### src/verilog/spi_rx_cfg.svh
`ifndef SPI_RX_CFG_SVH
`define SPI_RX_CFG_SVH

// word entries in the shared FIFO, power of two.
`define SPI_RX_FIFO_DEPTH 16

// lane identifiers placed in bits 31:28 of a FIFO entry.
`define SPI_RX_LANE0_ID 4'd1
`define SPI_RX_LANE1_ID 4'd2

// payload bits per captured word.
`define SPI_RX_WORD_BITS 16

// width of each saturating lost-word counter.
`define SPI_RX_LOST_BITS 8

`endif
### src/verilog/apb_regs_pkg.sv
`default_nettype none

package apb_regs_pkg;

    localparam int ADDR_BITS = 8;

    // register offsets.
    typedef enum logic [ADDR_BITS-1:0] {
        CLEAR  = 8'h00,
        CTRL   = 8'h04,
        STATUS = 8'h08,
        LOST   = 8'h0C,
        DATA   = 8'h10
    } reg_addr_e;

    // lane enables in CTRL.
    localparam int CTRL_EN0_BIT = 0;
    localparam int CTRL_EN1_BIT = 1;

endpackage

`default_nettype wire

### src/verilog/spi_rx_pkg.sv
`default_nettype none

package spi_rx_pkg;

    // tag fields of one captured word.
    typedef logic [3:0]  lane_id_t;
    typedef logic [11:0] frame_t;
    typedef logic [15:0] payload_t;

    // hold register state of a lane.
    // SHIFT means a frame is active with the hold register free.
    typedef enum logic [1:0] {
        IDLE,
        SHIFT,
        HOLD
    } lane_state_e;

endpackage

`default_nettype wire

### src/verilog/word_if.sv
`timescale 1ns/1ps
`default_nettype none

interface word_if;

    logic                 valid;
    logic                 ready;
    spi_rx_pkg::lane_id_t id;
    spi_rx_pkg::frame_t   frame;
    spi_rx_pkg::payload_t data;

    // source holds valid and fields until ready.
    modport src (output valid, output id, output frame, output data, input ready);
    modport snk (input valid, input id, input frame, input data, output ready);

endinterface

`default_nettype wire

### src/verilog/spi_rx_top.sv
`timescale 1ns/1ps
`default_nettype none

`include "spi_rx_cfg.svh"

module spi_rx_top (
    input  logic                               SCLK,
    input  logic                               RST,
    input  logic                               sdi0,
    input  logic                               sen0,
    input  logic                               sdi1,
    input  logic                               sen1,
    input  logic                               psel,
    input  logic                               penable,
    input  logic                               pwrite,
    input  logic [apb_regs_pkg::ADDR_BITS-1:0] paddr,
    input  logic [31:0]                        pwdata,
    output logic [31:0]                        prdata,
    output logic                               pready,
    output logic                               pslverr
);

    localparam int LEVEL_BITS = $clog2(`SPI_RX_FIFO_DEPTH) + 1;

    logic                         en0;
    logic                         en1;
    logic                         soft_clear;
    logic [`SPI_RX_LOST_BITS-1:0] lost0;
    logic [`SPI_RX_LOST_BITS-1:0] lost1;
    logic [LEVEL_BITS-1:0]        level;

    word_if lane0_w ();
    word_if lane1_w ();
    word_if fifo_w ();

    spi_lane_rx #(.LANE_ID(`SPI_RX_LANE0_ID)) u_lane0 (
        .SCLK(SCLK), .RST(RST), .sdi(sdi0), .sen(sen0),
        .enable(en0), .clear(soft_clear), .lost(lost0), .w(lane0_w)
    );

    spi_lane_rx #(.LANE_ID(`SPI_RX_LANE1_ID)) u_lane1 (
        .SCLK(SCLK), .RST(RST), .sdi(sdi1), .sen(sen1),
        .enable(en1), .clear(soft_clear), .lost(lost1), .w(lane1_w)
    );

    word_merger u_merger (
        .SCLK(SCLK), .RST(RST), .clear(soft_clear),
        .lane0(lane0_w), .lane1(lane1_w), .out(fifo_w), .level(level)
    );

    apb_spi_regs #(.LEVEL_BITS(LEVEL_BITS)) u_regs (
        .SCLK(SCLK), .RST(RST),
        .psel(psel), .penable(penable), .pwrite(pwrite), .paddr(paddr),
        .pwdata(pwdata), .prdata(prdata), .pready(pready), .pslverr(pslverr),
        .lost0(lost0), .lost1(lost1), .level(level), .fifo(fifo_w),
        .en0(en0), .en1(en1), .clear(soft_clear)
    );

endmodule

`default_nettype wire

### src/verilog/apb_spi_regs.sv
`timescale 1ns/1ps
`default_nettype none

module apb_spi_regs #(
    parameter int LEVEL_BITS = 5
) (
    input  logic                               SCLK,
    input  logic                               RST,
    input  logic                               psel,
    input  logic                               penable,
    input  logic                               pwrite,
    input  logic [apb_regs_pkg::ADDR_BITS-1:0] paddr,
    input  logic [31:0]                        pwdata,
    output logic [31:0]                        prdata,
    output logic                               pready,
    output logic                               pslverr,
    input  logic [7:0]                         lost0,
    input  logic [7:0]                         lost1,
    input  logic [LEVEL_BITS-1:0]              level,
    word_if.snk                                fifo,
    output logic                               en0,
    output logic                               en1,
    output logic                               clear
);

    apb_regs_pkg::reg_addr_e addr;
    logic                    access;
    logic                    wr_acc;
    logic                    data_rd;

    assign addr    = apb_regs_pkg::reg_addr_e'(paddr);
    assign access  = psel && penable;
    assign wr_acc  = access && pwrite;
    assign data_rd = access && !pwrite && (addr == apb_regs_pkg::DATA);

    // no wait states.
    assign pready = 1'b1;

    // head entry leaves at the end of the DATA read.
    assign fifo.ready = data_rd && fifo.valid;
    assign pslverr    = data_rd && !fifo.valid;

    always_ff @(posedge SCLK) begin
        if (RST) begin
            en0 <= 1'b0;
            en1 <= 1'b0;
        end else if (wr_acc && (addr == apb_regs_pkg::CTRL)) begin
            en0 <= pwdata[apb_regs_pkg::CTRL_EN0_BIT];
            en1 <= pwdata[apb_regs_pkg::CTRL_EN1_BIT];
        end
    end

    always_ff @(posedge SCLK) begin
        if (RST) begin
            clear <= 1'b0;
        end else begin
            clear <= wr_acc && (addr == apb_regs_pkg::CLEAR);
        end
    end

    always_comb begin
        prdata = '0;
        if (access && !pwrite) begin
            case (addr)
                apb_regs_pkg::CTRL: begin
                    prdata[apb_regs_pkg::CTRL_EN0_BIT] = en0;
                    prdata[apb_regs_pkg::CTRL_EN1_BIT] = en1;
                end
                apb_regs_pkg::STATUS: begin
                    prdata[0]               = !fifo.valid;
                    prdata[8 +: LEVEL_BITS] = level;
                end
                apb_regs_pkg::LOST: begin
                    prdata[7:0]  = lost0;
                    prdata[15:8] = lost1;
                end
                apb_regs_pkg::DATA: begin
                    // empty read returns zero.
                    if (fifo.valid) begin
                        prdata = {fifo.id, fifo.frame, fifo.data};
                    end
                end
                default: begin
                    prdata = '0;
                end
            endcase
        end
    end

endmodule

`default_nettype wire

### src/verilog/word_merger.sv
`timescale 1ns/1ps
`default_nettype none

`include "spi_rx_cfg.svh"

module word_merger (
    input  logic                                SCLK,
    input  logic                                RST,
    input  logic                                clear,
    word_if.snk                                 lane0,
    word_if.snk                                 lane1,
    word_if.src                                 out,
    output logic [$clog2(`SPI_RX_FIFO_DEPTH):0] level
);

    logic                 full;
    logic                 prio1;
    logic                 gnt0;
    logic                 gnt1;
    logic                 wr;
    spi_rx_pkg::lane_id_t wr_id;
    spi_rx_pkg::frame_t   wr_frame;
    spi_rx_pkg::payload_t wr_data;

    // prio1 set means lane 1 wins a tie.
    assign gnt0 = !full && lane0.valid && (!lane1.valid || !prio1);
    assign gnt1 = !full && lane1.valid && !gnt0;
    assign wr   = gnt0 || gnt1;

    assign lane0.ready = gnt0;
    assign lane1.ready = gnt1;

    always_ff @(posedge SCLK) begin
        if (RST || clear) begin
            prio1 <= 1'b0;
        end else if (wr) begin
            prio1 <= gnt0;
        end
    end

    always_comb begin
        if (gnt1) begin
            wr_id    = lane1.id;
            wr_frame = lane1.frame;
            wr_data  = lane1.data;
        end else begin
            wr_id    = lane0.id;
            wr_frame = lane0.frame;
            wr_data  = lane0.data;
        end
    end

    word_fifo u_fifo (
        .SCLK     (SCLK),
        .RST      (RST),
        .clear    (clear),
        .wr       (wr),
        .wr_id    (wr_id),
        .wr_frame (wr_frame),
        .wr_data  (wr_data),
        .full     (full),
        .level    (level),
        .rd       (out)
    );

    // a lane passed over while valid wins the next free slot.
    a_round_robin: assert property (
        @(posedge SCLK) disable iff (RST || clear)
        (wr && lane0.valid && lane1.valid) |=> (full || (gnt0 != $past(gnt0)))
    );

endmodule

`default_nettype wire

### src/verilog/word_fifo.sv
`timescale 1ns/1ps
`default_nettype none

`include "spi_rx_cfg.svh"

module word_fifo (
    input  logic                                SCLK,
    input  logic                                RST,
    input  logic                                clear,
    input  logic                                wr,
    input  spi_rx_pkg::lane_id_t                wr_id,
    input  spi_rx_pkg::frame_t                  wr_frame,
    input  spi_rx_pkg::payload_t                wr_data,
    output logic                                full,
    output logic [$clog2(`SPI_RX_FIFO_DEPTH):0] level,
    word_if.src                                 rd
);

    localparam int DEPTH      = `SPI_RX_FIFO_DEPTH;
    localparam int AW         = $clog2(DEPTH);
    localparam int ENTRY_BITS = $bits(spi_rx_pkg::lane_id_t) + $bits(spi_rx_pkg::frame_t)
                                + `SPI_RX_WORD_BITS;

    logic [ENTRY_BITS-1:0] mem [DEPTH];
    logic [AW:0]           wr_ptr;
    logic [AW:0]           rd_ptr;
    logic                  pop;

    // extra pointer bit tells full from empty.
    assign level = wr_ptr - rd_ptr;
    assign full  = (level == (AW+1)'(DEPTH));
    assign pop   = rd.valid && rd.ready;

    always_ff @(posedge SCLK) begin
        if (RST || clear) begin
            wr_ptr <= '0;
            rd_ptr <= '0;
        end else begin
            if (wr && !full) begin
                wr_ptr <= wr_ptr + 1'b1;
            end
            if (pop) begin
                rd_ptr <= rd_ptr + 1'b1;
            end
        end
    end

    always_ff @(posedge SCLK) begin
        if (wr && !full) begin
            mem[wr_ptr[AW-1:0]] <= {wr_id, wr_frame, wr_data};
        end
    end

    assign rd.valid = (level != '0);
    assign {rd.id, rd.frame, rd.data} = mem[rd_ptr[AW-1:0]];

    a_no_write_full: assert property (
        @(posedge SCLK) disable iff (RST || clear)
        !(wr && full)
    );

endmodule

`default_nettype wire

### src/verilog/spi_lane_rx.sv
`timescale 1ns/1ps
`default_nettype none

module spi_lane_rx #(
    parameter spi_rx_pkg::lane_id_t LANE_ID = 4'd1
) (
    input  logic       SCLK,
    input  logic       RST,
    input  logic       sdi,
    input  logic       sen,
    input  logic       enable,
    input  logic       clear,
    output logic [7:0] lost,
    word_if.src        w
);

    localparam int WORD_BITS = $bits(spi_rx_pkg::payload_t);
    localparam int CNT_BITS  = $clog2(WORD_BITS);

    spi_rx_pkg::lane_state_e state;
    spi_rx_pkg::payload_t    shift_q;
    spi_rx_pkg::payload_t    word;
    spi_rx_pkg::payload_t    hold_data;
    spi_rx_pkg::frame_t      frame_cnt;
    spi_rx_pkg::frame_t      hold_frame;
    logic [CNT_BITS-1:0]     bit_cnt;
    logic                    sen_dly;
    logic                    sen_fall;
    logic                    sample;
    logic                    last_bit;
    logic                    word_done;
    logic                    hold_free;

    assign sen_fall = sen_dly && !sen;
    assign sample   = sen && enable;
    assign last_bit = sample && (bit_cnt == CNT_BITS'(WORD_BITS - 1));
    // a frame ending with bits pending closes a short word.
    assign word_done = last_bit || (sen_fall && enable && (bit_cnt != '0));
    assign word      = last_bit ? {shift_q[WORD_BITS-2:0], sdi} : shift_q;
    assign hold_free = (state != spi_rx_pkg::HOLD) || w.ready;

    always_ff @(posedge SCLK) begin
        if (RST || clear) begin
            sen_dly   <= 1'b0;
            frame_cnt <= '0;
        end else begin
            sen_dly <= sen;
            if (sen_fall && enable) begin
                frame_cnt <= frame_cnt + 1'b1;
            end
        end
    end

    // zeroed after each word so short words come out right-aligned.
    always_ff @(posedge SCLK) begin
        if (RST || clear || !enable || word_done) begin
            bit_cnt <= '0;
            shift_q <= '0;
        end else if (sample) begin
            bit_cnt <= bit_cnt + 1'b1;
            shift_q <= {shift_q[WORD_BITS-2:0], sdi};
        end
    end

    always_ff @(posedge SCLK) begin
        if (RST || clear) begin
            state <= spi_rx_pkg::IDLE;
        end else if (word_done && hold_free) begin
            state <= spi_rx_pkg::HOLD;
        end else if (hold_free) begin
            state <= sample ? spi_rx_pkg::SHIFT : spi_rx_pkg::IDLE;
        end
    end

    always_ff @(posedge SCLK) begin
        if (word_done && hold_free) begin
            hold_data  <= word;
            hold_frame <= frame_cnt;
        end
    end

    // hold still busy, the new word is dropped.
    always_ff @(posedge SCLK) begin
        if (RST || clear) begin
            lost <= '0;
        end else if (word_done && !hold_free && (lost != '1)) begin
            lost <= lost + 1'b1;
        end
    end

    assign w.valid = (state == spi_rx_pkg::HOLD);
    assign w.id    = LANE_ID;
    assign w.frame = hold_frame;
    assign w.data  = hold_data;

    a_hold_stable: assert property (
        @(posedge SCLK) disable iff (RST || clear)
        (w.valid && !w.ready) |=> (w.valid && $stable(w.frame) && $stable(w.data))
    );

endmodule

`default_nettype wire

### config.mk
export PLATFORM = sky130hd
export DESIGN_NAME = spi_rx_top
export DESIGN_NICKNAME = d
export VERILOG_FILES = /design/src/verilog/apb_regs_pkg.sv /design/src/verilog/spi_rx_pkg.sv /design/src/verilog/word_if.sv /design/src/verilog/spi_rx_top.sv /design/src/verilog/apb_spi_regs.sv /design/src/verilog/word_merger.sv /design/src/verilog/word_fifo.sv /design/src/verilog/spi_lane_rx.sv
export VERILOG_INCLUDE_DIRS = /design/src /design/src/verilog
export SDC_FILE = /design/constraint.sdc
export NUM_CORES = 1
export LEC_CHECK = 0
export ABC_AREA = 1
export BUFFER_PORTS_ARGS = -buffer_cell sky130_fd_sc_hd__buf_2
export CAP_MARGIN = 0
export CORE_ASPECT_RATIO = 0.75
export CORE_MARGIN = 2
export CORE_UTILIZATION = 35
export CTS_BUF_LIST = sky130_fd_sc_hd__clkbuf_8 sky130_fd_sc_hd__clkbuf_16
export DETAILED_ROUTE_END_ITERATION = 8
export PLACE_DENSITY = 0.51
export SETUP_SLACK_MARGIN = 0.05
export SYNTH_ARGS = -nofsm -noshare
export SYNTH_HDL_FRONTEND = slang
export SYNTH_SLANG_ARGS = --single-unit
export TNS_END_PERCENT = 100
### constraint.sdc
create_clock -name SCLK -period 7.9 [get_ports SCLK]
set_input_delay 0.395 -clock SCLK [delete_from_list [all_inputs] [get_ports SCLK]]
set_output_delay 0.395 -clock SCLK [all_outputs]
set_load 0.05 [all_outputs]
# After elaboration in Yosys (flattened, before gate mapping)
# Memory sizes are Yosys's and may differ from the RTL's. A register that Yosys moved wholly into a read port is not among the register bits.
# Index checks and enable logic that the tools add are counted.
# totals
ff_bits,156
ramBits,480
memories,1
# mem_list
name,depth,width,read_ports,rd_ports_with_merged_regs,write_ports,line,rtl
u_merger.u_fifo.mem,16,30,1,1,1,word_fifo.sv:24,logic [ENTRY_BITS-1:0] mem [DEPTH];
# op_classes
n_addsub,9
eq_ne,13
muxes,23
n_reduce_logical,61
# ops
operator,n
$mux W16,4
$mux W32,2
$logic_and A1 B1 Y1,30
$add A12 B1 Y12 const B,2
$add A8 B1 Y8 const B,2
$eq A8 B4 Y1 const B,2
$ne A8 B8 Y1 const B,2
$pmux W5 S3,1
$logic_not A1 Y1,12
$mux W12,1
$pmux W6 S2,1
$logic_or A1 B1 Y1,11
$add A5 B1 Y5 const B,2
$mux W2,5
$add A4 B1 Y4 const B,2
$eq A4 B4 Y1 const B,2
$eq A8 B3 Y1 const B,1
$eq A8 B5 Y1 const B,1
$logic_not A8 Y1,1
$mux W4,2
$reduce_bool A4 Y1,2
$pmux W3 S2,1
$eq A5 B5 Y1 const B,1
$reduce_bool A5 Y1,1
other kinds (8),15

# Longest topological paths before layout
# logic_depth
ltp_word,11
mapped_depth,14
ltp_nobuf,14

# Cells and area by module
# Synthesis repeated with hierarchy kept, for this count alone.
# hier_totals
hier_cells,2510
hier_area_um2,28098.2
# by_module_without_submodules
module,instances,cells_each,area_each_um2,seq_area_each_um2
word_fifo,1,1504,20712.4,15655.0
spi_lane_rx,2,363,3022.9,1701.6
apb_spi_regs,1,161,804.5,60.1
word_merger,1,119,535.5,20.0

# Least setup slack after synthesis
# No wires, ideal clock.
# synth_path
path_type,flip-flop to flip-flop
from,reg u_merger.u_fifo.wr_ptr[0]
to,"mem u_merger.u_fifo.mem[11][0] (netlist name), enable pin"
t_arrival_ns,3.136
required_ns,7.483
slack_ns,4.347
stages_incl_launch_ff,12
cell_sequence,dfxtp_1 inv_1 ha_1 fa_1 nand3b_1 nand3_1 nand2_2 nand3_4 o21ai_2 nor2_1 inv_1 nor2_1
# synth_via
elab_chain_cells,11
# synth_lines
element,line,rtl
from (decl),word_fifo.sv:25,logic [AW:0] wr_ptr;
from (signal assigned),word_fifo.sv:40,wr_ptr <= wr_ptr + 1'b1;
$sub A5 B5 Y5,word_fifo.sv:30,assign level = wr_ptr - rd_ptr;
$eq A5 B5 Y1,word_fifo.sv:31,assign full = (level == (AW+1)'(DEPTH));
$logic_not A1 Y1,"word_merger.sv:26, word_merger.sv:27, word_fifo.sv:49",
$logic_and A1 B1 Y1 (2 in series),word_merger.sv:26,assign gnt0 = !full && lane0.valid && (!lane1.valid || !prio1);
$logic_not A1 Y1,word_merger.sv:27,assign gnt1 = !full && lane1.valid && !gnt0;
$logic_and A1 B1 Y1,word_merger.sv:27,
$logic_or A1 B1 Y1,word_merger.sv:28,assign wr = gnt0 || gnt1;
$logic_and A1 B1 Y1,word_fifo.sv:49,if (wr && !full) begin
$mux W1,word_fifo.sv:49,
$mux W1 (implied by the code),word_fifo.sv:50,"mem[wr_ptr[AW-1:0]] <= {wr_id, wr_frame, wr_data};"
to (decl),word_fifo.sv:24,
# Several ways; a longest one is shown, not always the timed one.

# Worst setup path in the final report
# layout_path
from,reg u_merger.u_fifo.wr_ptr[0]
to,out prdata[13]
# layout_via
elab_chain_cells,5
# layout_lines
element,line,rtl
$sub A5 B5 Y5,word_fifo.sv:30,
$reduce_bool A5 Y1,word_fifo.sv:54,assign rd.valid = (level != '0);
$mux W32,apb_spi_regs.sv:79,if (fifo.valid) begin
$pmux W3 S2,apb_spi_regs.sv:64,case (addr)
$mux W32,apb_spi_regs.sv:63,if (access && !pwrite) begin
to (decl),spi_rx_top.sv:18,"output logic [31:0] prdata,"
# No other way between the ends.

==> results.sh <==
export IMPL_drc=0
export IMPL_yosys_register_bits=640
export IMPL_fin_util=0.396
export IMPL_yosys_cell_count_top_type="edfxtp_1"
export IMPL_ctsRootBufferMaster="clkbuf_16"
export IMPL_cts_resized=0
export IMPL_path_cells="inv_1 -> ha_1 -> fa_1 -> nand2_1 -> nor2_4 -> nand2_2 -> nor2_4 -> nor2_8 -> nand2_2 -> inv_2 -> o211ai_1 -> o21ai_0 -> buf_2"
export IMPL_syn2layout_area_growth_pct=12.6
export IMPL_die_y_um=244
export IMPL_final_net_count=2477
export IMPL_status="finished clean"
export IMPL_instances_no_fill=3494
export IMPL_diodes=0
export IMPL_grt_pass1_wl_mm=101
export IMPL_critPathLaunchType="flip-flop"
export IMPL_via_per_inst=4.92
export IMPL_ys_warn_count=0
export IMPL_crit_required_ns=7.51
export IMPL_synth_cell_types=46
export IMPL_reg2reg_from="u_merger.u_fifo.wr_ptr[0]$_SDFFE_PP0P_"
export IMPL_fin_skew_ns=0.0140
export IMPL_num_rows=88
export IMPL_ys_seq_area_frac=0.676
export IMPL_cp_end_kind="primary output"
export IMPL_synthCells=2386
export IMPL_routed_wl_mm=68.0
export IMPL_ir_worst_vdd_mv=0.136
export IMPL_worstMarginPinSlew_ns=1.12
export IMPL_coreArea_um2=76500
export IMPL_synth_edf_count=536
export IMPL_antenna_found_initial=0
export IMPL_critPathTopFamily="simple AND/OR/NAND/NOR gates"
export IMPL_worstSkewPairLatency_ns=0.60
export IMPL_tns_ns=0
export IMPL_drtIter0Drc=1430
export IMPL_synthTopCellsByCount="edfxtp_1 (536), nand2_1 (401), a21oi_1 (244), o21ai_0 (244), inv_1 (239)"
export IMPL_hold_viol_final=0
export IMPL_cts_sinks=640
export IMPL_maxCapViolCount=0
export IMPL_htreeDepth=3
export IMPL_dp_cells=3375
export IMPL_cts_buffers=67
export IMPL_synth_area_leaders="edfxtp_1 (60%), dfxtp_1 (7.7%), nand2_1 (5.6%), a21oi_1 (4.5%), o21ai_0 (4.5%)"
export IMPL_worst_path_buf_inv=3
export IMPL_fin_area_um2=30300
export IMPL_grt_use_total=0.171
export IMPL_rsz0062_at_grt="false"
export IMPL_cp_slowest_cell="fa_1"
export IMPL_place_congestion=0.810
export IMPL_synth_area_leader_cell="edfxtp_1"
export IMPL_vias=17204
export IMPL_fmax_mhz=215
export IMPL_placed_area_um2=28200
export IMPL_slew_violations=0
export IMPL_overflow=0
export IMPL_power_density_nw_per_um2=221
export IMPL_period_minus_slack_ns=4.65
export IMPL_clk_pin_slew_ns=0.06
export IMPL_whs_ns=0.0712
export IMPL_min_delay_start="sen1"
export IMPL_first_pass_iters=7
export IMPL_critPathMaxFanout=20
export IMPL_slowest_delay_ns=0.58
export IMPL_cts_path_max_buffers=3
export IMPL_worstSetupPathType="flip-flop to primary output"
export IMPL_critPathLaunch="u_merger.u_fifo.wr_ptr[0]$_SDFFE_PP0P_"
export IMPL_period_share=0.588
export IMPL_crit_arrival_ns=4.25
export IMPL_ant_nets=0
export IMPL_slew_headroom=0.256
export IMPL_syn_avg_cell_area_um2=11.3
export IMPL_cts_tree="built"
export IMPL_dpl_hpwl_mm=39.0
export IMPL_async_flop_share=0
export IMPL_drive_above_1_share=0.106
export IMPL_io_buffer_count=49
export IMPL_synthesis_area_um2=26900
export IMPL_wl_per_cell_um=19.5
export IMPL_hp_class="primary input to flip-flop"
export IMPL_setup_violations=0
export IMPL_boundaryPins=83
export IMPL_grt_pass1_vias=16079
export IMPL_grt_start_max_net_pins=179
export IMPL_synth_top_cell_area_share=0.598
export IMPL_die_w_um=324
export IMPL_p_leak_nw=10.6
export IMPL_initial_core_util=0.352
export IMPL_post_cts_buffers=0
export IMPL_die_area_um2=79100
export IMPL_fillCellCount=7302
export IMPL_synth_top_flop_cell="edfxtp_1"
[worst reg2reg max path, delay by kind of cell, from the launching register on]
| family | cells | cell delay (ns) |
|---|---|---|
| adder cells (fa/ha/maj) | 2 | 0.64 |
| flip-flops | 1 | 0.37 |
| AND/OR/NAND/NOR | 4 | 1.11 |
| AO/OA/AOI/OAI | 1 | 0.17 |
| XOR/XNOR | 1 | 0.36 |
| buffers and inverters | 3 | 0.75 |
[cells by family after synthesis]
family | share of synthesized area
AOI/OAI and AO/OA | 0.106
adders and majority gates | 0.00865
other | 0.000279
xor gates and xnor gates | 0.00521
buffers and inverters | 0.0598
muxes | 0.0347
DFF | 0.676
and+or+nand+nor | 0.110
[sequential cells by signal (all words and copies together), names as in the netlist, 2 cells and up, named ones only]
signal,count
u_lane0.lost,8
u_merger.u_fifo.rd_ptr,5
u_lane0.bit_cnt,4
u_lane0.frame_cnt,12
u_lane0.w.data,16
u_lane1.w.frame,12
u_merger.u_fifo.mem,480
u_lane1.shift_q,16
u_lane1.frame_cnt,12
u_lane0.shift_q,16
u_merger.u_fifo.wr_ptr,5
u_lane1.bit_cnt,4
u_lane1.state,2
u_lane1.lost,8
u_lane0.w.frame,12
u_lane0.state,2
u_lane1.w.data,16
[per-layer routing]
layer	wire length, um	GRT usage	part of all wire	vias up
met2	29000	0.251	0.43	428
met1	34000	0.262	0.50	8352
met4	1310	0.0374	0.019	0
met5	0	0	0	-
li1	-	-	-	8328
met3	3700	0.0328	0.054	96
[what timing repair did]
item                                    4_1_cts  5_1_grt
hold buffers                                  1        0
endpoints found under the setup margin        0        0
endpoints found under the hold margin         3        0
[placed cells by master, fill, tap and decap left out, types with 3 or more instances in the layout]
master     Yosys  routed
buf_2         36      49
buf_4         27      28
nand2_2        4       4
clkbuf_8       0       5
o21ai_1       37      37
nand3_1      123     122
o211ai_1      17      17
nor4_1         4       4
nand2_1      401     401
o21ai_0      244     244
dfxtp_1      104     101
clkinv_1       3      14
clkinv_2       0      12
nor2_4         4      20
nand3_2        3       4
inv_2          9       9
clkbuf_16      0      70
nand4_1        8       8
a21oi_1      244     244
edfxtp_1     536     536
bufinv_16      0       4
nor2_2         2       5
mux2i_1       55      55
nor3b_1        4       4
inv_1        239     252
xor2_1        13      13
o22ai_1        3       3
nor3_1        15      15
mux2_2        34      34
xnor2_1        3       3
nor2_1       113      94
conb_1         2       3
ha_1          17      17
or2_1          3       3
[stage by stage]
step,total power [W],worst slack [ns]
floorplan,0.00369,4.35
global placement,0.00370,3.90
detailed placement,0.00370,3.92
CTS,0.00676,3.25
global route,0.00688,2.94
finish,0.00669,3.25
[area by class of cell]
type                            count  area, um^2  area share
Clock buffer                       75        1820      0.0601
Clock inverter                     43         292     0.00963
Inverter                          251         950      0.0314
Multi-Input combinational cell   1371        7260       0.240
Sequential cell                   640       18200       0.601
Tap cell                         1035        1290      0.0428
Timing Repair Buffer               79         485      0.0160
[path summary, 6_finish.rpt]
| path | endpoint | slack (ns) | cells after the start |
|---|---|---|---|
| setup / recovery | prdata[13] | 3.25 | 13 |
| hold / removal | u_lane1.sen_dly$_SDFF_PP0_ | 0.07 | 3 |
| setup reg to reg | u_merger.u_fifo.mem[5][26]$_DFFE_PP_ | 4.12 | 11 |
| hold reg to reg | u_lane1.w.frame[10]$_DFFE_PP_ | 0.43 | 0 |
[power by group]
part           internal, W  switching (W)  total [W]
combinational   0.00000656      0.0000182  0.0000248
clock              0.00178        0.00128    0.00306
sequential         0.00360    0.000000271    0.00360
No activity file was read; power rests on OpenSTA's default activity.
